File: src/core_defs.svh
`ifndef CORE_DEFS_SVH
`define CORE_DEFS_SVH

// Data path width
`define XLEN 32

// General registers, x0 included
`define REG_COUNT 32

// Unified memory in 32-bit words
`define MEM_WORDS 1024
`define MEM_ADDR_BITS 10 // log2 of MEM_WORDS

`define RESET_PC 32'h0000_0000 // First fetch after reset

`endif
File: src/RegisterFile.sv
`timescale 1ns/1ps
`default_nettype none
`include "core_defs.svh"

module RegisterFile
(
	input logic clock,
	input logic reset,
	input logic [4:0] rs1Index,
	input logic [4:0] rs2Index,
	input logic [4:0] rdIndex,
	input logic rdWriteEnable,
	input logic [`XLEN-1:0] rdData,
	output logic [`XLEN-1:0] rs1Data,
	output logic [`XLEN-1:0] rs2Data
);
	logic [`XLEN-1:0] registers [`REG_COUNT];

	always_ff @(posedge clock)
	begin
		if (reset)
		begin
			for (int i = 0; i < `REG_COUNT; i++)
				registers[i] <= '0;
		end
		else if (rdWriteEnable && rdIndex != 5'd0) // x0 stays zero
			registers[rdIndex] <= rdData;
	end

	// Combinational reads, new value visible next instruction
	assign rs1Data = registers[rs1Index];
	assign rs2Data = registers[rs2Index];

endmodule

`default_nettype wire

File: config.mk
export PLATFORM = sky130hd
export DESIGN_NAME = RegisterFile
export DESIGN_NICKNAME = d
export VERILOG_FILES = /design/src/RegisterFile.sv
export VERILOG_INCLUDE_DIRS = /design/src
export SDC_FILE = /design/constraint.sdc
export NUM_CORES = 2
export LEC_CHECK = 0
export BUFFER_PORTS_ARGS = -buffer_cell sky130_fd_sc_hd__buf_2
export CORE_UTILIZATION = 30
export CTS_CLUSTER_SIZE = 25
export DETAILED_ROUTE_END_ITERATION = 10
export MAX_ROUTING_LAYER = met4
export PLACE_DENSITY = 0.56
export SLEW_MARGIN = 10
export SYNTH_ARGS = -nofsm -noshare
export SYNTH_HDL_FRONTEND = slang
export SYNTH_SLANG_ARGS = --single-unit
File: constraint.sdc
create_clock -name clock -period 2 [get_ports clock]
set_clock_uncertainty 0.1 [all_clocks]
set_input_delay 0.2 -clock clock [delete_from_list [all_inputs] [get_ports clock]]
set_output_delay 0.2 -clock clock [all_outputs]
set_load 0.02 [all_outputs]
== After elaboration in Yosys (flattened, before gate mapping) ==
Memories as Yosys holds them, arrays and structs flattened.
Cells that the tools add are included.
Storage, ports and cells
  register bits: 0
  memory bits (writable): 1024
  bits of input ports: 50
  output and inout bits: 64
  logic and storage cells: 12
  memories kept: 1
Cells by class
  mux-type cells: 8
  reductions and logical operators: 3
Memory list
  registers: depth 32, width 32, rd ports 2, clocked after Yosys merged registers in 0, wr ports 32, RTL line RegisterFile.sv:17  | logic [`XLEN-1:0] registers [`REG_COUNT];
Operators with widths (count)
  two-way mux 32 bit: 1
  OR reduction 32 bit: 1
  two-way mux 1 bit: 6
  two-way mux 5 bit: 1
  nonzero test 5 bit: 1
  logical AND 1 bit: 1

== Longest topological paths before layout ==
  depth after elaboration: 7
  mapped depth: 8
  mapped depth without buffers: 5

== Least setup slack after synthesis ==
No wires, ideal clock.
  path kind: input -> register
  start point: in reset
  end point: mem registers[12][0] (netlist bit), enable pin
  setup time: 375 ps
  arrival time: 1433 ps
  required time: 1525 ps
  path slack: 92 ps
  stages: 5
  buffers on the path: 1
  cell sequence: nand2b_1 -> or3_1 -> buf_6 -> nor2_4 -> or2_2
RTL lines
  from (decl): RTL line RegisterFile.sv:8  | input logic reset,
  to (decl): RTL line RegisterFile.sv:17

==> flow_summary.json <==
{
  "run_status": "complete, but fails checks",
  "violated_checks": "setup timing",
  "cts.sinks": 1024,
  "fmax_mhz": 402.7,
  "area_growth_pct": 23.65,
  "worst_ep_arrival_time_ps": 2180,
  "synthesis.yosys.warnings": 0,
  "hold_slack_ps": 18.52,
  "synth-seq-cells": 1024,
  "core.rowCount": 158,
  "floorplan_core_area_mm2": 0.1852,
  "globalplace.congestion": 0.8873,
  "slew_viol_final": 0,
  "cts_tree": "built",
  "timing.hold.worst_endpoint": "registers[30][10]$_SDFFCE_PN0P_",
  "synth_top_area_frac": 0.5501,
  "finalCriticalPeriod_ps": 2483,
  "max_slew_margin": 0.6110,
  "synthesis.area_per_instance_um2": 12.14,
  "chipWidth_um": 433.7,
  "ys_seq_area_frac": 0.5501,
  "final_min_period_over_clock_period": 1.241,
  "pin_count_of_the_biggest_net_entering_global_routing": 64,
  "synthTopCellsByArea": "sky130_fd_sc_hd__edfxtp_1, sky130_fd_sc_hd__mux2i_1, sky130_fd_sc_hd__and2_1",
  "largest-register": "registers",
  "clockBufferDepth": 3,
  "number_of_antenna_violations_at_the_first_check_in_global_routing": 25,
  "route.detailed.vias_per_inst": 5.356,
  "clkTransAtPathRegs_ps": 60,
  "netSwitchingPower_uw": 14410,
  "crit_chain": "mux2i_1, a22o_1, nor3_1, a31oi_1, buf_4, nand3_4, buf_6",
  "fin_worst_setup_slack_ps": -483.0,
  "fin_util": 0.3731,
  "ant_nets": 0,
  "synth_cells": 4605,
  "setup_viol_count_final": 64,
  "worstHoldPathCells": 2,
  "grt_pass1_wl_um": 297000,
  "worst_setup_path_end_kind": "primary output",
  "tritoncts.num_buffers": 113,
  "intPower_uw": 40100,
  "floorplan.io_pins": 114,
  "htreeDepth": 3,
  "largestRegisters": "registers (1024)",
  "hold_path.startpoint": "rdData[10]",
  "cts-root-buf": "sky130_fd_sc_hd__clkbuf_16",
  "worstSetupStartpointType": "flop",
  "worst_margin_pin_slew_ps": 583.5,
  "crit_path_max_fanout": 2,
  "timing_worst_setup_path_type": "reg2out",
  "fin_tns_setup_ps": -24810,
  "all_layer_gr_usage": 0.2274,
  "grt_setup_unrepaired": "true",
  "crit_path_max_incr_delay_ps": 400,
  "floorplan.die_area_mm2": 0.1881,
  "final_cell_mix": "sky130_fd_sc_hd__edfxtp_1, sky130_fd_sc_hd__mux2i_1, sky130_fd_sc_hd__and2_1, sky130_fd_sc_hd__buf_4, sky130_fd_sc_hd__nand2_1",
  "report.power.total_uw": 54510,
  "drt_wl_total_um": 212300,
  "drc_violation_count_after_routing": 0,
  "powerDensity_mw_per_mm2": 788.7,
  "netSwitchingFraction": 0.2644,
  "irDropWorstVdd_mv": 0.6806,
  "flip_flop_count_of_the_largest_register_all_copies_and_words_added": 1024,
  "io_buffers": 113,
  "netlist_area_mm2": 0.05590,
  "fin_nets": 4937,
  "power_leakage_uw": 0.02691,
  "clockPowerShare": 0.387,
  "finalHoldViolations": 0,
  "critPathSlowestCell": "sky130_fd_sc_hd__edfxtp_1",
  "initial_utilization": 0.3018,
  "synth_area_leader_cell": "sky130_fd_sc_hd__edfxtp_1",
  "place_hpwl_um": 138400,
  "cp_data_required_time_ps": 1700,
  "power_frac_seq": 0.467,
  "detail_route.first_pass.iterations": 5,
  "grt_ovf": 0,
  "drv_cap": 0,
  "synth.lib_cells_used.distinct": 29,
  "critical_path_buf_inv_count": 2,
  "routedWlPerCell_um": 28.46,
  "die-height_um": 433.7,
  "hold_path.class": "in2reg",
  "cpLargestDelayFamily": "flip-flops",
  "route.vias.total": 39950,
  "grt_pass1_vias": 40210,
  "mostFrequentLayoutCell": "sky130_fd_sc_hd__edfxtp_1",
  "drive_gt1_frac": 0.1911,
  "dr.first_iter.drc_count": 4212,
  "p_comb_frac": 0.146
}
[routing by layer]
layer  global-route usage  wire length [um]
met3              0.03234             14920
met1               0.2869             87840
met5                    -                 0
met4               0.1039             10470
met2               0.3608             99050
[cell type report]
| type | count | area (um^2) |
|---|---|---|
| sequential | 1024 | 30750 |
| timing repair buffer | 582 | 6862 |
| multi-input combinational | 3166 | 24750 |
| fill | 17610 | 116100 |
| tap | 2480 | 3103 |
| clock buffer | 141 | 2954 |
| clock inverter | 59 | 685.7 |
| antenna | 7 | 17.52 |
[synthesized netlist by cell type]
cell / number
sky130_fd_sc_hd__a21oi_1: 192
sky130_fd_sc_hd__a22o_1: 128
sky130_fd_sc_hd__a22oi_1: 192
sky130_fd_sc_hd__a31oi_1: 64
sky130_fd_sc_hd__and2_1: 994
sky130_fd_sc_hd__buf_1: 24
sky130_fd_sc_hd__buf_2: 113
sky130_fd_sc_hd__buf_4: 63
sky130_fd_sc_hd__buf_6: 12
sky130_fd_sc_hd__clkbuf_1: 218
sky130_fd_sc_hd__clkbuf_2: 9
sky130_fd_sc_hd__clkbuf_4: 7
sky130_fd_sc_hd__conb_1: 1
sky130_fd_sc_hd__edfxtp_1: 1024
sky130_fd_sc_hd__mux2i_1: 1024
sky130_fd_sc_hd__nand2_1: 196
sky130_fd_sc_hd__nand2b_1: 5
sky130_fd_sc_hd__nand3_1: 193
sky130_fd_sc_hd__nand3_2: 1
sky130_fd_sc_hd__nand3b_1: 3
sky130_fd_sc_hd__nand3b_2: 1
sky130_fd_sc_hd__nor2_1: 21
sky130_fd_sc_hd__nor2_2: 7
sky130_fd_sc_hd__nor2_4: 7
sky130_fd_sc_hd__nor2b_1: 5
sky130_fd_sc_hd__nor3_1: 64
sky130_fd_sc_hd__or2_2: 33
sky130_fd_sc_hd__or3_1: 2
sky130_fd_sc_hd__or3b_4: 2
[power by group through the flow]
stage	Sequential [uW]	Combinational, uW	Clock [uW]
final	25400	7960	21100
after global routing	25600	8320	22100
after CTS	25400	7880	21300
after detailed placement	25900	7240	0
after global placement	25800	7200	0
after floorplan	25700	3920	0
[stage by stage]
stage | setup slack, ps | area, um^2 | std cells
floorplan | 92.00 | 56010 | 4636
global placement | -432.0 | 63650 | 7266
detailed placement | -411.3 | 63650 | 7266
CTS | -534.0 | 68930 | 7457
global route | -556.6 | 69110 | 7458
finish | -483.0 | 69120 | 7459
[timing repair]
action | CTS | global route
endpoints found under the setup margin | 64 | 64
setup buffers | 0 | 1
pin swaps | 139 | 95
hold buffers | 30 | 0
endpoints found under the hold margin | 803 | 0
gates resized for setup | 324 | 38
[cell families (layout without fill, tap and decap cells)]
logic type | after synthesis | count (layout) | synth area share
compound gates | 576 | 576 | 0.07020
buf+inv | 446 | 782 | 0.03899
flops | 1024 | 1024 | 0.5501
mux | 1024 | 1024 | 0.1834
other cells | 1 | 39 | 0.00006709
simple gates | 1534 | 1534 | 0.1573
[how the worst max path moves through the flow]
stage / from / endpoint / slack, ps / depth (start not counted)
2_1_floorplan: reset / registers[12][0]$_SDFFCE_PN0P_ / 90 / 5
3_3_place_gp: rs1Index[1] / rs1Data[21] / -430 / 8
3_5_place_dp: rs1Index[1] / rs1Data[5] / -410 / 11
4_1_cts: registers[7][26]$_SDFFCE_PN0P_ / rs1Data[26] / -530 / 7
5_1_grt: registers[5][8]$_SDFFCE_PN0P_ / rs2Data[8] / -560 / 6
6_report: registers[7][26]$_SDFFCE_PN0P_ / rs1Data[26] / -480 / 7
(Power assumes the default switching activity.)
