## src/core_defs.svh

```systemverilog
`ifndef CORE_DEFS_SVH
`define CORE_DEFS_SVH

// Data path width
`define XLEN 32

// General registers, x0 included
`define REG_COUNT 32

// Unified memory in 32-bit words
`define MEM_WORDS 1024
`define MEM_ADDR_BITS 10 // log2 of MEM_WORDS

`define RESET_PC 32'h0000_0000 // First fetch after reset

`endif
```

## src/Alu.sv

```systemverilog
`timescale 1ns/1ps
`default_nettype none
`include "core_defs.svh"

module Alu
(
	input logic [31:0] instruction,
	input logic [`XLEN-1:0] rs1Data,
	input logic [`XLEN-1:0] rs2Data,
	input logic opImm, // OP-IMM when high
	output logic [`XLEN-1:0] result
);
	logic [2:0] funct3;
	logic [`XLEN-1:0] immediate;
	logic [`XLEN-1:0] operandB;
	logic [4:0] shiftAmount;

	assign funct3 = instruction[14:12];
	assign immediate = {{(`XLEN-12){instruction[31]}}, instruction[31:20]}; // I-type
	assign operandB = opImm ? immediate : rs2Data;
	assign shiftAmount = operandB[4:0]; // shamt or rs2[4:0]

	always_comb
	begin
		case (funct3)
			3'b000: // No subi, so bit 30 only counts for OP
				result = (!opImm && instruction[30]) ? rs1Data - operandB : rs1Data + operandB;
			3'b001: result = rs1Data << shiftAmount;
			3'b010: result = {{(`XLEN-1){1'b0}}, $signed(rs1Data) < $signed(operandB)};
			3'b011: result = {{(`XLEN-1){1'b0}}, rs1Data < operandB};
			3'b100: result = rs1Data ^ operandB;
			3'b101:
			begin
				if (instruction[30]) // sra/srai
					result = $signed(rs1Data) >>> shiftAmount;
				else
					result = rs1Data >> shiftAmount;
			end
			3'b110: result = rs1Data | operandB;
			default: result = rs1Data & operandB;
		endcase
	end

endmodule

`default_nettype wire

```

## config.mk

```make
export PLATFORM = sky130hd
export DESIGN_NAME = Alu
export DESIGN_NICKNAME = d
export VERILOG_FILES = /design/src/Alu.sv
export VERILOG_INCLUDE_DIRS = /design/src
export SDC_FILE = /design/constraint.sdc
export NUM_CORES = 1
export LEC_CHECK = 0
export ABC_AREA = 1
export BUFFER_PORTS_ARGS = -buffer_cell sky130_fd_sc_hd__buf_2
export CORE_ASPECT_RATIO = 0.7
export CORE_MARGIN = 3
export CORE_UTILIZATION = 30
export DETAILED_ROUTE_END_ITERATION = 16
export PLACE_DENSITY = 0.59
export SLEW_MARGIN = 20
export SYNTH_ARGS = -nofsm -noshare
export SYNTH_HDL_FRONTEND = slang
export SYNTH_SLANG_ARGS = --single-unit
export TNS_END_PERCENT = 1
```

## constraint.sdc

```tcl
create_clock -name vclk -period 5.7
set_input_delay 0.285 -clock vclk [all_inputs]
set_output_delay 0.285 -clock vclk [all_outputs]
set_load 0.005 [all_outputs]
```

Yosys cells after proc, flatten, opt, wreduce, memory -nomap -nowiden. Index checks and enable logic that the tools add are counted.

Reductions and logical operators: 3. Order comparisons: 2. Shifts and indexed selects: 3. Add/sub/neg operators: 2. Mux-type cells: 4. Bitwise gates (word level): 3. Equal/unequal tests: 6.

Operator list (count): 32-bit case mux with 7 select lines (1); 32-bit 2-to-1 mux (3); 32-bit less-than comparator (2); 32-bit adder (1); 32-bit AND (1); 32-bit OR (1); 32-bit by 5-bit left shift with 32-bit output (1); 32-bit by 5-bit right shift with 32-bit output (1); 32-bit by 5-bit >>> shifter with 32-bit output (1); 32-bit subtractor (1); 32-bit bitwise XOR (1); 3-bit == test (second input constant) (3); 3-bit by 2-bit == test with 1-bit output (second input constant) (2); 3-bit by 1-bit == test with 1-bit output (second input constant) (1); 3-bit zero test (1); 1-bit logical AND (1); 1-bit zero test (1).

Flip-flop bits (word level): 0. Input port bits: 97.

Logic depth before layout (Yosys ltp).
Depth in word-level cells: 4. Gate-level depth with buffers: 23. Gate-level depth less buffers: 20.

Least setup slack after synthesis. No wires, ideal clock.

Path kind: input -> output. Start point: input opImm. End point: output result[7]. Stages: 20. Slack: 2.786 ns. Path buffers: 4. Data required time: 5.415 ns. Data arrival time: 2.629 ns. Cell sequence: inv_2 > buf_2 > nand2_1 > nand2_2 > inv_2 > buf_4 > buf_4 > ha_1 > clkbuf_1 > nor2_1 > inv_1 > nor2_1 > nand2_1 > nand3_1 > o21ai_0 > or2_2 > nand3_1 > nand3_1 > nor2_1 > nor2_1.

Longest elaborated chain between the ends: 4. Elaborated cells on any way between the ends: 14. Those cells by class: add/sub: 2; shift: 3; mux: 4; bitwise: 3; reduce/logical: 2.

RTL lines: start, declared (line Alu.sv:10) `input logic opImm,`; 32-bit 2-to-1 mux / 1-bit zero test (equally long branches) (line Alu.sv:20, Alu.sv:27); 32-bit adder (tied with other cells) (line Alu.sv:27) `result = (!opImm && instruction[30]) ? rs1Data - operandB : rs1Data + operandB;`; 32-bit 2-to-1 mux, on equally long branches (line Alu.sv:27, Alu.sv:34); 32-bit case mux with 7 select lines * (line Alu.sv:25) `case (funct3)`; end, declared (line Alu.sv:11) `` output logic [`XLEN-1:0] result ``.

Mark *: on every way between the ends. The rest lies on a longest branch, timed or not.

Worst setup path after layout.
Start point: input opImm. End point: output result[26].

Same word-level chain as after synthesis.

==> impl_metrics.csv <==
group,metric,value,unit
run_status,outcome,"complete, no violations",
logic_synthesis,syn_area_per_cell,4.83,um2
setup_path,crit_top_cell,"nand2_1",
final_layout,final_cell_mix,"nand2_1, nand3_1, inv_1",
die,rows,56,
global_route,track_usage,0.310,
power_and_ir_drop,combPwrFrac,1.000,
clocking,cts_setup_buffers,0,
sta,rsz0062_at_grt,"no",
clocking,cts_resized,0,
setup_path,crit_chain,"buf_2 -> nand2_1 -> inv_1 -> a21oi_1 -> ha_1 -> nand2_1 -> nor2_1 -> nand2_1 -> inv_1 -> nand2_1 -> and2_1 -> nand2_1 -> nand2_1 -> nand2_1 -> nand2_1 -> nand3_1 -> nand3_1 -> buf_2",
die,io_pins,129,
final_layout,seq_cells,0,
routing,vias,14683,
sta,fmax,214,MHz
setup_path,crit_type,"input port to output pin",
setup_path,arrival,4.38,ns
final_layout,clkbuf_count,0,
final_layout,final_common_cell,"nand2_1",
global_route,first_global_vias,13080,
global_route,overflow,0,
power_and_ir_drop,internal-power,0.000408,W
setup_path,critPathMaxFanout,21,
power_and_ir_drop,p_sw,0.00106,W
sta,period_minus_slack,4.66,ns
die,core_area,0.0338,mm2
setup_path,startpoint_type,"input port",
die,initial_core_util,0.306,
sta,slew_viol_final,0,
sta,max_slew_margin,0.362,
sta,tightest_slew,0.955,ns
power_and_ir_drop,power.share.clock,0,
job,cap_violations,0,
clocking,holdBufCountCts,0,
setup_path,cp_slowest_cell,"inv_1",
power_and_ir_drop,peakVddDrop,0.0658,mV
final_layout,fin_cells,2643,
die,die-height,161,um
final_layout,final-seq-area,0,um2
global_route,grt_pass1_wl,86.6,mm
die,die_w,228,um
sta,post-route-period-util,0.818,
setup_path,path_delay_family,"simple AND/OR/NAND/NOR gates",
logic_synthesis,synth.distinct_cells,43,
power_and_ir_drop,sequentialPowerShare,0,
placement,io_buffers,112,
power_and_ir_drop,swShare,0.722,
routing,routedWlPerCell,22.6,um
placement,placedCellCount,2643,
routing,drc,0,
final_layout,area_growth,8.08,%
logic_synthesis,postSynthCellCount,2143,
final_layout,antenna_cells,0,
final_layout,fillCellCount,4070,
min_path,hold_class,"input port to output pin",
logic_synthesis,yosysWarningCount,0,
global_route,antenna_found_initial,1,
placement,detailed_place_hpwl,49.2,mm
sta,setup_viol,0,
routing,drt_iter0_drc,2330,
routing,vias_per_cell,5.56,
global_route,grt_max_degree,76,
power_and_ir_drop,total_leakage_power,6.35,nW
sta,holdWs,1.06,ns
logic_synthesis,syn_nets,2345,
sta,hold_viol_final,0,
placement,gp_congestion,1.04,
final_layout,drive_gt1_frac,0.0831,
setup_path,worst-path-buf-inv,4,
routing,ant_nets,0,
routing,drt_pass1_iterations,6,
setup_path,slowest_delay,0.71,ns
sta,timing.setup.tns,0,ns
logic_synthesis,synth_area,0.0103,mm2
routing,routed_wl,59.7,mm
final_layout,multi_input_area,0.00881,mm2
power_and_ir_drop,power_per_cell_area,131,mW/mm2
die,dieArea,0.0368,mm2
setup_path,worst_setup_path_end_kind,"output pin",
logic_synthesis,yosysSeqAreaShare,0,
setup_path,critical_path_required,5.41,ns
final_layout,final_net_count,2383,
metal layers:
layer / track usage / vias up / part of all wire
li1: - / 7011 / -
met1: 0.484 / 6708 / 0.48
met2: 0.407 / 910 / 0.36
met3: 0.0848 / 54 / 0.13
met4: 0.0682 / 0 / 0.026
met5: 0 / - / 0
path summary, 6_finish.rpt:
check   startpoint          to  slack [ns]  cells after the start
max          opImm  result[26]        1.04                     18
min    rs1Data[16]  result[16]        1.06                      5
area by class of cell:
class              count  area share
inverters            281      0.0943
multi-input cells   1762       0.788
well taps            464      0.0519
repair buffers       136      0.0662
stage by stage:
stage	util	setup slack (ns)	power, W	area [um2]
after floorplan	-	2.79	0.000914	10300
after global placement	0.331	1.22	0.00141	11200
after detailed placement	0.331	1.18	0.00140	11200
after CTS	0.331	1.17	0.00141	11200
after global routing	0.331	0.871	0.00159	11200
final	0.331	1.04	0.00147	11200
synth_stat cells, types with 3 or more instances:
| master | n | area share |
|---|---|---|
| nand2_1 | 704 | 0.26 |
| nand3_1 | 448 | 0.22 |
| inv_1 | 271 | 0.098 |
| nor2_1 | 177 | 0.064 |
| a21oi_1 | 119 | 0.058 |
| ha_1 | 103 | 0.12 |
| o21ai_0 | 50 | 0.024 |
| clkbuf_1 | 45 | 0.016 |
| buf_2 | 36 | 0.017 |
| nand4_1 | 31 | 0.019 |
| o211ai_1 | 19 | 0.014 |
| nor3_1 | 18 | 0.0087 |
| or2_2 | 17 | 0.010 |
| o21ai_1 | 12 | 0.0058 |
| o21bai_1 | 11 | 0.0080 |
| buf_4 | 10 | 0.0073 |
| inv_2 | 10 | 0.0036 |
| o221ai_1 | 8 | 0.0068 |
| buf_6 | 5 | 0.0054 |
| nand2_2 | 5 | 0.0030 |
| and2_1 | 4 | 0.0024 |
| buf_1 | 4 | 0.0015 |
| a211oi_1 | 3 | 0.0022 |
| nand3b_1 | 3 | 0.0022 |
| nor2_2 | 3 | 0.0018 |
tightest hold or removal path, cell delays in order:
cell and delay (ns):
buf_2 0.12, ha_1 0.17, nand2_1 0.05, nand2_1 0.05, buf_2 0.10
power by group through the flow:
| stage | Clock [W] | Sequential, W | Combinational [W] |
|---|---|---|---|
| 3_3_place_gp | 0 | 0 | 0.00141 |
| 4_1_cts | 0 | 0 | 0.00141 |
| 5_1_grt | 0 | 0 | 0.00159 |
| 2_1_floorplan | 0 | 0 | 0.000914 |
| 6_report | 0 | 0 | 0.00147 |
| 3_5_place_dp | 0 | 0 | 0.00140 |
kinds of logic after synthesis:
family | synth area share
AND/OR/NAND/NOR | 0.593
buffers and inverters | 0.150
XOR/XNOR | 0.00169
AO/OA/AOI/OAI | 0.127
adder cells (fa/ha/maj) | 0.128
No activity file was read; power rests on OpenSTA's default activity.
