$ cat src/core_defs.svh
`ifndef CORE_DEFS_SVH
`define CORE_DEFS_SVH

// Data path width
`define XLEN 32

// General registers, x0 included
`define REG_COUNT 32

// Unified memory in 32-bit words
`define MEM_WORDS 1024
`define MEM_ADDR_BITS 10 // log2 of MEM_WORDS

`define RESET_PC 32'h0000_0000 // First fetch after reset

`endif
$ cat src/CoreControlTypes.sv
`default_nettype none

package CoreControlTypes;

	typedef enum logic [1:0]
	{
		INITIAL_FETCH,
		FETCH_EXECUTE,
		EXECUTE, // First cycle of loads, sb and sh
		HALT
	} State_t;

	typedef enum logic [1:0] {NOP, LOAD, STORE_PRELOAD, STORE} MemoryMode_t;

	// rd write data source
	typedef enum logic [1:0] {MEMORY, ALU, IMMEDIATE, BRANCH_UNIT} RdSource_t;

	// Fetch address select
	typedef enum logic {CURRENT_PC, NEXT_PC} InstructionAddressSource_t;

	typedef enum logic {LUI, AUIPC} ImmediateFormerMode_t;

	// Next pc computation
	typedef enum logic [1:0] {INCREMENT, BRANCH, JAL, JALR} BranchALUMode_t;

endpackage

`default_nettype wire

$ cat src/BranchUnit.sv
`timescale 1ns/1ps
`default_nettype none
`include "core_defs.svh"

module BranchUnit
(
	input logic clock,
	input logic reset,
	input logic [31:0] instruction,
	input logic [`XLEN-1:0] rs1Data,
	input logic [`XLEN-1:0] rs2Data,
	input CoreControlTypes::BranchALUMode_t branchMode,
	input logic pcWriteEnable,
	output logic [`XLEN-1:0] pc,
	output logic [`XLEN-1:0] nextPc,
	output logic [`XLEN-1:0] linkValue,
	output logic branchBadFunct3,
	output logic pcMisaligned
);
	import CoreControlTypes::*;

	logic [2:0] funct3;
	logic [`XLEN-1:0] branchOffset, jumpOffset, jalrOffset;
	logic [`XLEN-1:0] sequentialPc;
	logic taken;

	assign funct3 = instruction[14:12];
	assign branchOffset = {{(`XLEN-12){instruction[31]}}, instruction[7], instruction[30:25],
		instruction[11:8], 1'b0}; // B-type
	assign jumpOffset = {{(`XLEN-20){instruction[31]}}, instruction[19:12], instruction[20],
		instruction[30:21], 1'b0}; // J-type
	assign jalrOffset = {{(`XLEN-12){instruction[31]}}, instruction[31:20]};
	assign sequentialPc = pc + 32'd4;

	always_comb
	begin
		case (funct3)
			3'b000: taken = (rs1Data == rs2Data); // beq
			3'b001: taken = (rs1Data != rs2Data);
			3'b100: taken = ($signed(rs1Data) < $signed(rs2Data)); // blt
			3'b101: taken = ($signed(rs1Data) >= $signed(rs2Data));
			3'b110: taken = (rs1Data < rs2Data); // bltu
			3'b111: taken = (rs1Data >= rs2Data);
			default: taken = 1'b0; // 2 and 3 undefined
		endcase
		case (branchMode)
			BRANCH: nextPc = taken ? pc + branchOffset : sequentialPc;
			JAL: nextPc = pc + jumpOffset;
			JALR: nextPc = (rs1Data + jalrOffset) & ~32'd1; // Bit 0 dropped
			default: nextPc = sequentialPc;
		endcase
	end

	assign branchBadFunct3 = (branchMode == BRANCH) && (funct3[2:1] == 2'b01);
	assign pcMisaligned = (nextPc[1:0] != 2'b00);
	assign linkValue = sequentialPc;

	always_ff @(posedge clock)
	begin
		if (reset)
			pc <= `RESET_PC;
		else if (pcWriteEnable)
			pc <= nextPc;
	end

endmodule

`default_nettype wire

$ cat config.mk
export PLATFORM = sky130hd
export DESIGN_NAME = BranchUnit
export DESIGN_NICKNAME = d
export VERILOG_FILES = /design/src/CoreControlTypes.sv /design/src/BranchUnit.sv
export VERILOG_INCLUDE_DIRS = /design/src
export SDC_FILE = /design/constraint.sdc
export NUM_CORES = 1
export LEC_CHECK = 0
export ABC_AREA = 1
export BUFFER_PORTS_ARGS = -buffer_cell sky130_fd_sc_hd__buf_2
export CORE_UTILIZATION = 45
export CTS_BUF_LIST = sky130_fd_sc_hd__clkbuf_4
export DETAILED_ROUTE_END_ITERATION = 10
export PLACE_DENSITY_LB_ADDON = 0.2
export SLEW_MARGIN = 25
export SYNTH_ARGS = -nofsm -noshare
export SYNTH_HDL_FRONTEND = slang
export SYNTH_SLANG_ARGS = --single-unit
$ cat constraint.sdc
create_clock -name clock -period 2.5 [get_ports clock]
set_clock_uncertainty 0.15 [all_clocks]
set_input_delay 0.125 -clock clock [delete_from_list [all_inputs] [get_ports clock]]
set_output_delay 0.125 -clock clock [all_outputs]
set_load 0.005 [all_outputs]
==> impl_metrics.csv, run 1 <==
group,metric,value,unit
yosys,async_reset_ff_share,0,%
placement,dp_cells,2441,
die,die_h,144,µm
yosys,synth_top_area_share,16.6,%
die,io_pins,199,
yosys,syn-num-nets,1855,
yosys,synthesis.area,0.00904,mm²
yosys,yosys-top-cells-area,"nand2_1 (17%), ha_1 (15%), inv_1 (12%)",
sta,worstEndpointType,"output port",
run_status,error,"[ERROR GRT-0232] Routing congestion too high. Check the congestion heatmap in the GUI.",
global_route,track_usage,75.3,%
die,rows,51,
yosys,postSynthAreaPerCell,5.49,µm²
yosys,postSynthCellCount,1645,
global_route,overflow,50,
clock_network,cts_buffers,5,
placement,dp_hpwl,34200,µm
die,start_util,46.1,%
clock_network,cts_buffer_depth,2,
placement,place_congestion,1.01,
yosys,synthAdderAreaFrac,15.3,%
yosys,yosys.area.top_type,"nand2_1",
sta,postGrtWorstEndpoint,"nextPc[22]",
placement,portBuffers,191,
clock_network,clock_sinks,32,
yosys,synthSimpleGateAreaFrac,39.9,%
yosys,ys_warn_count,0,
clock_network,cts_max_level,2,
yosys,synth-edff-count,0,
yosys,synth_top_family_by_area,"simple AND/OR/NAND/NOR gates",
yosys,synth_compound_area_share,18.8,%
clock_network,root_buffer,"clkbuf_4",
clock_network,ctsHoldBuffers,0,
yosys,yosys_most_used_dff,"dfxtp_1",
run_status,haltStage,"5_1_grt",
die,dieWidth,144,µm
yosys,ys_ff_latch,32,
yosys,synth_cell_types,46,
yosys,synthMuxAreaShare,0,%
yosys,synth-xor-area-share,5.14,%
yosys,yosysSeqAreaShare,7.09,%
run_status,outcome,"stopped before the end",
global_route,grt_max_degree,44,
## cells by family after synthesis
kind of cell             count (synthesis)
buffers and inverters                  312
XOR/XNOR                                53
AO/OA/AOI/OAI                          321
adder cells (fa/ha/maj)                109
AND/OR/NAND/NOR                        818
flip-flops                              32
## metal layers
layer  GRT usage (%)  GRT overflow
met4            60.3            19
met5            53.1             0
met3            65.4             3
met2            89.6            21
met1            77.3             7
## cells in the mapped netlist, types with 2 or more instances
| cell type | n |
|---|---|
| nand2_1 | 399 |
| inv_1 | 277 |
| a21oi_1 | 173 |
| nor2_1 | 159 |
| nand3_1 | 148 |
| o21ai_0 | 109 |
| ha_1 | 106 |
| nand4_1 | 54 |
| xor2_1 | 43 |
| dfxtp_1 | 32 |
| clkbuf_1 | 15 |
| nor3_1 | 15 |
| xnor2_1 | 10 |
| nand3_2 | 9 |
| a21o_1 | 8 |
| nor4_1 | 8 |
| buf_4 | 6 |
| o211ai_1 | 6 |
| o21a_1 | 6 |
| o21bai_1 | 6 |
| or2_2 | 6 |
| buf_6 | 5 |
| nand3b_1 | 5 |
| a31oi_1 | 4 |
| buf_2 | 4 |
| inv_2 | 4 |
| fa_1 | 3 |
| nand2_2 | 3 |
| nor2_4 | 3 |
| nor2_2 | 2 |
| o221ai_1 | 2 |
## per-stage QoR
step	utilization [%]	cell area (µm²)	setup TNS (ns)	worst slack [ns]
after CTS	77.3	15100	-10.42	-0.469
after detailed placement	66.2	13000	-16.58	-0.458
after global placement	66.2	13000	-13.72	-0.391
after floorplan	-	9040	0	0.0416
## repair_timing
action / 4_1_cts
endpoints found under the setup margin: 73
cloned: 3
gates resized for setup: 394
buffers inserted: 63
pin swaps: 95
==> run 2: changes to the inputs <==
Settings changed: CORE_UTILIZATION 45 to 30, CTS_BUF_LIST sky130_fd_sc_hd__clkbuf_4 to default, PLACE_DENSITY_LB_ADDON 0.2 to 0.15.
Clock period 2.5 ns to 3.25 ns, I/O delays scaled along.
==> run 2 against run 1 <==
  * The run now ends clean
  * Area after synthesis did not move
  * Synthesized cell count unchanged
==> impl_metrics.csv, run 2 <==
group,metric,value,unit
yosys,synth_top_area_share,16.6,%
placement,place_congestion,0.952,
die,start_util,30.5,%
setup_path,cp.buffers_inverters,5,
clock_network,clock_sinks,32,
setup_path,rrSetupSlack,0.44,ns
clock_network,cts_buffer_depth,2,
clock_network,cts_buffers,5,
sta,rsz0062_at_grt,"true",
clock_network,cts_max_level,2,
yosys,ys_top_cells_by_count,"nand2_1 (399), inv_1 (277), a21oi_1 (173)",
detailed_routing,vias_per_cell,5.14,
yosys,ys_ff_latch,32,
setup_path,crit_slowest_cell,"ha_1",
global_route,met3_usage,2.66,%
cells_and_area,top_regs,"pc (32)",
global_route,track_usage,25.1,%
cells_and_area,layout_commonest_cell,"nand2_1",
setup_path,crit_path_cell_trace,"ha_1, nand2_1, nor2_1, inv_1, nor3_2, buf_4, nand4_1, nand3b_1, a21oi_1, o21ai_1, nand2_1, inv_1, nand2_1, inv_1, nand2_1, buf_2",
die,core-area,0.0296,mm²
sta,setup_viol,0,
clock_network,cts_tree,"done",
yosys,synth_cell_types,46,
hold_path,hold_class,"primary input to flip-flop",
sta,setup_slack,0.116,ns
yosys,yosys-top-cells-area,"nand2_1 (17%), ha_1 (15%), inv_1 (12%)",
yosys,ys_warn_count,0,
sta,slew_violations,0,
cells_and_area,final_cell_area,0.0112,mm²
sta,max_freq,319,MHz
cells_and_area,final_cell_mix,"nand2_1 (395), inv_1 (277), buf_2 (191)",
placement,dp_hpwl,33600,µm
yosys,async_reset_ff_share,0,%
sta,max_slew.worst_pin.slew,0.923,ns
sta,setup_tns,0,ns
clock_network,clk_pin_slew,0.06,ns
detailed_routing,drt_iter0_markers,955,
flow_run,max-cap-violations,0,
sta,slew_headroom,38.4,%
cells_and_area,drive_above_1_share,18.4,%
die,die_area,0.0308,mm²
sta,whs,0.324,ns
yosys,postSynthCellCount,1645,
cells_and_area,fillCellCount,3393,
setup_path,crit_family,"simple AND/OR/NAND/NOR gates",
detailed_routing,wirelength,39300,µm
clock_network,root_buffer,"clkbuf_16",
cells_and_area,n_antenna_cell,0,
detailed_routing,num_vias,11669,
setup_path,crit_type,"flip-flop to output pin",
global_route,use_met1,34.6,%
detailed_routing,ant_nets,0,
power_and_ir_drop,power_leakage,6.19,nW
global_route,top_usage_layer,"met2",
power_and_ir_drop,finalPower,0.00315,W
setup_path,critPathMostFrequentCell,"nand2_1",
cells_and_area,largest_register,"pc",
sta,final-hold-violation-count,0,
die,dieWidth,176,µm
sta,final.period_utilization,96.4,%
detailed_routing,drc,0,
global_route,grt_max_degree,44,
yosys,yosys.area.top_type,"nand2_1",
yosys,synthesis.area,0.00904,mm²
yosys,synth-edff-count,0,
placement,portBuffers,191,
detailed_routing,wire_per_inst,17.3,µm
global_route,grt_pass1_vias,10867,
yosys,syn-num-nets,1855,
die,io_pins,199,
clock_network,clk_latency,0.29,ns
yosys,yosys_most_used_dff,"dfxtp_1",
cells_and_area,largest_reg_flops,32,
placement,pre_cts_ws,0.103,ns
sta,post-route-min-period,3.13,ns
setup_path,crit_required,2.94,ns
yosys,yosysSeqAreaShare,7.09,%
global_route,grtUsageMet2,41.1,%
detailed_routing,first_pass_iters,5,
setup_path,worstPathArrival,2.82,ns
yosys,postSynthAreaPerCell,5.49,µm²
power_and_ir_drop,ir_drop,167,µV
global_route,antenna_found_initial,0,
die,die_h,176,µm
setup_path,cp_max_fo,4,
setup_path,cp-end-kind,"output pin",
placement,dpl_cell_area,0.0109,mm²
yosys,yosysMostFrequentCell,"nand2_1",
cells_and_area,final_net_count,2091,
setup_path,start_kind,"flip-flop",
global_route,grt_pass1_wl,60000,µm
die,rows,63,
setup_path,critical-path-max-stage-delay,0.38,ns
power_and_ir_drop,power_density,282,mW/mm²
run_status,outcome,"finished, final reports clean",
global_route,overflow,0,
cells_and_area,area_growth,23.5,%
==> run 2: worst reg2reg max path, cell delays in order (launching register included) <==
cell and delay [ns]:
dfxtp_1 0.37, ha_1 0.38, nand2_1 0.10, nor2_1 0.09, inv_1 0.07, nor3_2 0.23, buf_4 0.17, nand4_1 0.11
nand3b_1 0.22, a21oi_1 0.10, o21ai_1 0.12, nand2_1 0.08, inv_1 0.08, nand2_1 0.15, inv_1 0.11, nand3_1 0.07
nand2_1 0.09, inv_1 0.04
==> run 2: area by class of cell <==
class                   count  area (µm²)  area share, %
clock inverters             1        5.00         0.0448
repair buffers            260        1520           13.7
well taps                 390         488           4.37
multi-input cells        1301        7310           65.5
flip-flops and latches     32         653           5.85
clock buffers               6         129           1.15
inverters                 281        1050           9.45
==> run 2: what timing repair did <==
| action | CTS | global route |
|---|---|---|
| buffers inserted | 0 | 0 |
| hold endpoints to repair | 0 | 0 |
| endpoints found under the setup margin | 5 | 20 |
| pin swaps | 0 | 2 |
| hold buffers | 0 | 0 |
| gates resized for setup | 3 | 59 |
==> run 2: path summary, 6_finish.rpt <==
path | from | to | cells past startpoint
setup / recovery | pc[21]$_SDFFE_PP0P_ | nextPc[22] | 16
hold / removal | instruction[8] | pc[1]$_SDFFE_PP0P_ | 8
setup reg to reg | pc[21]$_SDFFE_PP0P_ | pc[22]$_SDFFE_PP0P_ | 17
hold reg to reg | pc[0]$_SDFFE_PP0P_ | pc[0]$_SDFFE_PP0P_ | 4
==> run 2: cells by family (layout without fill, tap and decap cells) <==
kind of cell | after synthesis | in the layout | share of synthesized area [%]
DFF | 32 | 32 | 7.09
xor gates and xnor gates | 53 | 53 | 5.14
adders and majority gates | 109 | 109 | 15.3
AOI/OAI and AO/OA | 321 | 321 | 18.8
buffers and inverters | 312 | 548 | 13.7
and+or+nand+nor | 818 | 818 | 39.9
==> run 2: per-stage QoR <==
stage | utilization, % | instances
global placement | 36.7 | 2264
detailed placement | 36.7 | 2264
CTS | 37.1 | 2271
floorplan | - | 1645
global route | 37.7 | 2271
finish | 37.7 | 2271
==> run 2: power by group <==
| part | switching, W | leakage, nW | internal, W | total [W] |
|---|---|---|---|---|
| combinational | 0.00137 | 5.85 | 0.000799 | 0.00217 |
| sequential | 0.0000662 | 0.268 | 0.000431 | 0.000497 |
| clock | 0.000201 | 0.0667 | 0.000279 | 0.000481 |
==> run 2: metal layers <==
metal | routed length, µm | vias up
li1 | - | 5895
met1 | 18400 | 5325
met2 | 17400 | 405
met3 | 2570 | 44
met4 | 932 | 0
met5 | 0 | -
No activity file was read; power rests on OpenSTA's default activity.
