[config.mk]
export PLATFORM = sky130hd
export DESIGN_NAME = ImmediateFormer
export DESIGN_NICKNAME = d
export VERILOG_FILES = /design/src/CoreControlTypes.sv /design/src/ImmediateFormer.sv
export VERILOG_INCLUDE_DIRS = /design/src
export SDC_FILE = /design/constraint.sdc
export NUM_CORES = 1
export LEC_CHECK = 0
export ABC_AREA = 0
export BUFFER_PORTS_ARGS = -buffer_cell sky130_fd_sc_hd__buf_2
export CORE_ASPECT_RATIO = 0.9
export CORE_MARGIN = 5
export CORE_UTILIZATION = 25
export DETAILED_ROUTE_END_ITERATION = 10
export SLEW_MARGIN = 5
export SYNTH_ARGS = -nofsm -noshare
export SYNTH_HDL_FRONTEND = slang
export SYNTH_SLANG_ARGS = --single-unit
[constraint.sdc]
create_clock -name vclk -period 2.2
set_input_delay 0.11 -clock vclk [all_inputs]
set_output_delay 0.11 -clock vclk [all_outputs]
set_load 0.05 [all_outputs]
[src/core_defs.svh]
`ifndef CORE_DEFS_SVH
`define CORE_DEFS_SVH

// Data path width
`define XLEN 32

// General registers, x0 included
`define REG_COUNT 32

// Unified memory in 32-bit words
`define MEM_WORDS 1024
`define MEM_ADDR_BITS 10 // log2 of MEM_WORDS

`define RESET_PC 32'h0000_0000 // First fetch after reset

`endif
[src/CoreControlTypes.sv]
`default_nettype none

package CoreControlTypes;

	typedef enum logic [1:0]
	{
		INITIAL_FETCH,
		FETCH_EXECUTE,
		EXECUTE, // First cycle of loads, sb and sh
		HALT
	} State_t;

	typedef enum logic [1:0] {NOP, LOAD, STORE_PRELOAD, STORE} MemoryMode_t;

	// rd write data source
	typedef enum logic [1:0] {MEMORY, ALU, IMMEDIATE, BRANCH_UNIT} RdSource_t;

	// Fetch address select
	typedef enum logic {CURRENT_PC, NEXT_PC} InstructionAddressSource_t;

	typedef enum logic {LUI, AUIPC} ImmediateFormerMode_t;

	// Next pc computation
	typedef enum logic [1:0] {INCREMENT, BRANCH, JAL, JALR} BranchALUMode_t;

endpackage

`default_nettype wire

[src/ImmediateFormer.sv]
`timescale 1ns/1ps
`default_nettype none
`include "core_defs.svh"

module ImmediateFormer
(
	input logic [31:0] instruction,
	input logic [`XLEN-1:0] pc,
	input CoreControlTypes::ImmediateFormerMode_t immediateFormerMode,
	output logic [`XLEN-1:0] value
);
	import CoreControlTypes::*;

	logic [`XLEN-1:0] upperImmediate;

	// U-type immediate, low 12 bits zero
	assign upperImmediate = {instruction[31:12], 12'b0};

	always_comb
	begin
		case (immediateFormerMode)
			AUIPC: value = pc + upperImmediate; // Relative to this instruction
			default: value = upperImmediate; // lui
		endcase
	end

endmodule

`default_nettype wire

# == Yosys cells after proc, flatten, opt, wreduce, memory -nomap -nowiden ==
# Index checks and enable logic that the tools add are counted.
# word_totals
register_bits,0
input_bits,65
elab_cells,2
# op_classes
n_addsub,1
muxes,1
# op_table
op,count
$add 32x32->32,1
$mux 32,1

# == Depth between registers and ports, before layout ==
# Gate-level depths: netlist of run 1.
# logic_depth
ltp_word,2
mapped_depth,9
mapped_depth_nobuf,9

# == Least setup slack after synthesis of run 1 ==
# Ideal clock, no wire load.
# synth_path
path_kind,input port to output port
from,in instruction[12]
to,out value[24]
t_arrival_ns,3.167
setup_slack_ns,-1.077
stages,8
cell_sequence,ha_1 inv_1 fa_1 nor2b_1 o31ai_2 a31oi_1 o21ai_0 o311ai_0
# synth_via
elab_chain_cells,2
# synth_lines
element,line_no,rtl
"start, declared",ImmediateFormer.sv:7,"input logic [31:0] instruction,"
$add 32x32->32,ImmediateFormer.sv:22,AUIPC: value = pc + upperImmediate;
$mux 32,ImmediateFormer.sv:21,case (immediateFormerMode)
"end, declared",ImmediateFormer.sv:10,output logic [`XLEN-1:0] value
# No other way between the ends.

# == Final worst setup path of run 1 ==
# layout_path
from,in instruction[12]
to,out value[30]
# Same word-level chain as after synthesis.

==> results of run 1 <==
-- kinds of logic (layout without fill, tap and decap cells) --
logic type      Yosys count  in the layout  synth area share [%]
compound gates           77             77                  36.3
xor+xnor                  7              7                  4.04
fa+ha+maj                20             20                  17.0
buf+inv                  22            143                  6.68
mux                      10             10                  7.26
simple gates             84             84                  28.8
-- routing by layer --
layer | track usage, % | vias to the layer above
li1 | - | 1071
met1 | 19.3 | 929
met2 | 22.1 | 61
met3 | 1.35 | 0
met4 | 0 | 0
met5 | 0 | -
-- through the flow --
step / utilization (%) / instance area, µm² / setup slack (ns) / total power, mW
finish: 43.3 / 2600 / 0.0583 / 0.924
global route: 43.3 / 2600 / -0.0535 / 0.997
CTS: 40.1 / 2410 / 0.00257 / 0.865
detailed placement: 39.0 / 2350 / -0.202 / 0.834
global placement: 39.0 / 2350 / -0.166 / 0.828
floorplan: - / 1550 / -0.0419 / 0.565
-- power breakdown --
part	switching [mW]	internal, mW
registers	0	0
clock network	0	0
logic	0.547	0.377
-- placed cells by master, fill, tap and decap left out, types with 4 or more instances in the layout --
master / count
o21a_1: 7
o21ai_0: 12
xnor2_1: 4
nand4_1: 5
nand2_1: 23
buf_4: 49
buf_2: 73
o21ai_1: 4
nor2_1: 14
ha_4: 4
ha_2: 5
buf_6: 7
a21oi_2: 6
nand3_1: 8
a21oi_1: 12
mux2_2: 8
inv_1: 10
and2_1: 13
ha_1: 10
-- path summary, 6_finish.rpt --
path	end	slack, ns
setup / recovery	value[30]	0.06
hold / removal	value[29]	0.63
-- tightest hold or removal path: stages --
cell and delay (ns):
buf_2 0.09, nand2_1 0.08, o31ai_4 0.06, buf_4 0.19
-- layout make-up --
class / instances / area share (%)
inverter: 11 / 1.59
tap: 72 / 3.46
timing repair buffer: 132 / 32.6
multi-input combinational: 198 / 62.3
-- what timing repair did --
item                       CTS  global route
hold endpoints to repair     0             0
setup buffers                0             1
pin swaps                    3            14
resized for setup           17            44
setup endpoints to repair    9            10
==> results.py, run 1 <==
metrics = {
    "routing": {
        "drtPass1Iterations": 4,
        "dr_wl_met3_um": 339,
        "routed_wl_um": 5660,
        "top_layer_used": "met3",
        "route.met2.wl_um": 2560,
        "vias": 2061,
        "drcViolationCount": 0,
        "route.antenna.remaining_nets": 0,
        "viasPerCell": 4.99,
        "wl_per_cell_um": 13.7,
        "drtIter0Drc": 79,
        "wl_met1_um": 2760,
    },
    "synth": {
        "yosysUniqueCellTypes": 59,
        "synth.top_cell.area_share_pct": 15.7,
        "synth_largest_area_cell": "ha_1",
        "postSynthCellCount": 220,
        "yosysMostFrequentCell": "nand2_1",
        "ys_warn_count": 0,
        "syn-cell-area_um2": 1520,
        "avgSynthCellArea_um2": 6.90,
        "synthTopCellsByCount": "nand2_1, ha_1, a21oi_1",
        "synthTopCellsByArea": "ha_1, a21oi_1, mux2_2",
        "ys_seq_area_share_pct": 0,
        "synthesis.nets": 305,
    },
    "cells_and_area": {
        "seq_area_um2": 0,
        "area_delta_synth_final_pct": 71.6,
        "nets": 428,
        "drive_above_1_share_pct": 52.5,
        "clockBufferCount": 0,
        "stdcell_count": 413,
        "nFlopsAndLatches": 0,
        "fillerInstances": 624,
        "multiInputGateArea_um2": 1620,
        "antennaDiodeCount": 0,
    },
    "global_routing": {
        "antenna_found_initial": 0,
        "grt_max_degree": 21,
        "overflow": 0,
        "grt_pass1_wl_um": 8750,
        "grt_pass1_vias": 1974,
        "grt_use_total_pct": 13.2,
    },
    "setup_path": {
        "slowest_delay_ns": 0.36,
        "crit_family": "simple AND/OR/NAND/NOR gates",
        "cp.depth": 12,
        "path_max_fanout": 3,
        "startpoint": "instruction[12]",
        "cp-start-kind": "input port",
        "end_kind": "output port",
        "cp_num_buf_inv": 4,
        "worst_ep_required_time_ns": 2.09,
        "crit_type": "in2out",
        "cp.arrival_ns": 2.03,
        "crit_path_cell_trace": "buf_8 -> ha_4 -> inv_2 -> fa_2 -> nor2b_4 -> o31ai_4 -> a21boi_2 -> o211ai_2 -> buf_4 -> and3_4 -> or3_4 -> buf_8",
        "crit_path_frequent_cell": "buf_8",
        "cpMaxStageDelayCell": "fa_2",
    },
    "hold_path": {
        "min_from": "instruction[29]",
        "hp-class": "in2out",
        "hold_depth": 4,
    },
    "floorplanning": {
        "fp-row-count": 27,
        "coreArea_um2": 6010,
        "die_y_um": 83.9,
        "io_pins": 97,
        "die_area_um2": 7730,
        "die_width_um": 92.1,
        "floorplan.initialDensity_pct": 25.2,
    },
    "sta": {
        "final-max-slew-violation-count": 0,
        "setup_viol": 0,
        "min_period_ns": 2.14,
        "timing.fmax_mhz": 467,
        "grt_setup_unrepaired": "true",
        "worst_pin_slew_ns": 0.352,
        "relSlewSlack_pct": 76.5,
        "fin_crit_sh_pct": 97.3,
        "fin_setup_tns_ns": 0,
        "hold_viol": 0,
        "hold_ws_ns": 0.631,
    },
    "placed_design": {
        "dp_hpwl_um": 4740,
        "portBuffers": 85,
        "dpl.cell_count": 412,
        "place.gp.congestion": 0.908,
    },
    "clock_tree": {
        "cts_hold_buf": 0,
    },
    "power_and_ir_drop": {
        "p_leak_nw": 1.22,
        "pwr_density_cell_nw_per_um2": 355,
        "ir_drop_v": 0.000179,
    },
    "run_status": {
        "run_status": "finished, final reports clean",
    },
    "run": {
        "drv_cap": 0,
    },
}
Power figures use the tool's default switching activity.
==> run 2: changes to the inputs <==
--- a/config.mk
+++ b/config.mk
@@ -12,6 +12,7 @@
 export CORE_MARGIN = 5
 export CORE_UTILIZATION = 25
 export DETAILED_ROUTE_END_ITERATION = 10
+export RECOVER_POWER = 50
 export SLEW_MARGIN = 5
 export SYNTH_ARGS = -nofsm -noshare
 export SYNTH_HDL_FRONTEND = slang
==> run 2 against run 1 <==
Net effect:
- design area shrank 0.62%
- global-route usage did not move
- clock-buffer cell count did not move
- core utilization is 0.27 points lower
- critical path type unchanged
- largest cell class unchanged
==> results.py, run 2 (synthesis results as in run 1) <==
metrics = {
    "routing": {
        "drtIter0Drc": 66,
        "drcViolationCount": 0,
        "vias": 2053,
        "viasPerCell": 4.97,
        "wl_per_cell_um": 13.7,
        "drtPass1Iterations": 4,
        "route.antenna.remaining_nets": 0,
        "routed_wl_um": 5680,
    },
    "cells_and_area": {
        "antennaDiodeCount": 0,
        "final_core_util_pct": 43.0,
        "multiInputGateArea_um2": 1620,
        "nFlopsAndLatches": 0,
        "clockBufferCount": 0,
        "stdcell_count": 413,
        "final_common_cell": "buf_2",
        "nets": 428,
        "fillerInstances": 636,
        "fin_area_um2": 2590,
        "seq_area_um2": 0,
        "area_delta_synth_final_pct": 70.5,
        "final_cell_mix": "buf_2, buf_4, nand2_1, nor2_1",
        "drive_above_1_share_pct": 48.7,
    },
    "placed_design": {
        "dpl.cell_count": 412,
        "place_area_um2": 2350,
        "portBuffers": 85,
        "place.gp.congestion": 0.908,
        "dp_hpwl_um": 4740,
        "place_ws_ns": -0.202,
    },
    "clock_tree": {
        "cts_hold_buf": 0,
    },
    "global_routing": {
        "grt_use_total_pct": 13.2,
        "grt_pass1_vias": 1974,
        "overflow": 0,
        "antenna_found_initial": 0,
        "grt_pass1_wl_um": 8750,
        "grt_max_degree": 21,
    },
    "floorplanning": {
        "die_y_um": 83.9,
        "die_area_um2": 7730,
        "coreArea_um2": 6010,
        "io_pins": 97,
        "die_width_um": 92.1,
        "floorplan.initialDensity_pct": 25.2,
        "fp-row-count": 27,
    },
    "power_and_ir_drop": {
        "pwr_density_cell_nw_per_um2": 356,
        "p_leak_nw": 1.18,
        "p_sw_share_pct": 59.5,
        "ir_drop_v": 0.000179,
        "fin_total_pwr_mw": 0.920,
        "p_int_mw": 0.372,
        "pwr-share-seq_pct": 0,
        "power_frac_comb_pct": 100.0,
        "switchingPower_mw": 0.548,
        "clkPwrFrac_pct": 0,
    },
    "sta": {
        "timing.fmax_mhz": 467,
        "hold_viol": 0,
        "fin_ws_ns": 0.0581,
        "setup_viol": 0,
        "grt_setup_unrepaired": "true",
        "fin_crit_sh_pct": 97.4,
        "min_period_ns": 2.14,
        "final-max-slew-violation-count": 0,
        "hold_ws_ns": 0.631,
        "fin_setup_tns_ns": 0,
        "relSlewSlack_pct": 60.0,
        "worst_pin_slew_ns": 0.603,
    },
    "run": {
        "drv_cap": 0,
    },
    "hold_path": {
        "hp-class": "in2out",
    },
    "setup_path": {
        "crit_path_frequent_cell": "buf_8",
        "cpMaxStageDelayCell": "fa_2",
        "cp-start-kind": "input port",
        "startpoint": "instruction[12]",
        "end_kind": "output port",
        "path_max_fanout": 3,
        "slowest_delay_ns": 0.36,
        "worst_ep_required_time_ns": 2.09,
        "crit_type": "in2out",
        "crit_path_cell_trace": "buf_8 -> ha_4 -> inv_2 -> fa_2 -> nor2b_4 -> o31ai_4 -> a21boi_2 -> o211ai_2 -> buf_4 -> and3_4 -> or3_4 -> buf_8",
        "cp.arrival_ns": 2.03,
        "cp-endpoint": "value[30]",
    },
    "run_status": {
        "run_status": "finished, final reports clean",
    },
}
[run 2: changes by cell type in the layout (fill, tap and decap cells not counted)]
cell      before  now
buf_2         73   60
clkbuf_1       0   13
[run 2: worst min-delay path by stage]
stage	to	start	slack, ns	cells past startpoint
5_1_grt	value[2]	pc[2]	0.66	3
3_5_place_dp	value[23]	instruction[23]	0.63	4
4_1_cts	value[23]	instruction[23]	0.63	4
6_report	value[29]	instruction[29]	0.63	4
2_1_floorplan	value[29]	instruction[29]	0.44	2
3_3_place_gp	value[16]	instruction[16]	0.62	4
[run 2: timing repair]
item / CTS / global route
resized for setup: 17 / 44
buffers inserted: 0 / 1
cloned: 0 / 0
setup endpoints to repair: 9 / 10
pin swaps: 3 / 14
[run 2: critical path, delay by kind of cell]
kind,cells,cell delay [ns]
and+or+nand+nor,3,0.61
buffers and inverters,4,0.44
adders and majority gates,2,0.50
AOI/OAI and AO/OA,3,0.37
[run 2: cell type report]
class                      instances  area share [%]
multi-input combinational        198            62.7
timing repair buffer             132            32.2
tap                               72            3.48
inverter                          11            1.60
[run 2: power groups by stage]
stage	Sequential (mW)	Clock [mW]	Combinational, mW
after floorplan	0	0	0.565
after global placement	0	0	0.828
after detailed placement	0	0	0.834
after CTS	0	0	0.865
after global routing	0	0	0.994
final	0	0	0.920
[run 2: routing by layer]
| metal | vias to the layer above | routed length, µm | track usage [%] |
|---|---|---|---|
| met5 | - | 0 | 0 |
| met4 | 0 | 0 | 0 |
| met3 | 0 | 346 | 1.35 |
| met2 | 63 | 2560 | 22.1 |
| met1 | 919 | 2770 | 19.3 |
| li1 | 1071 | - | - |
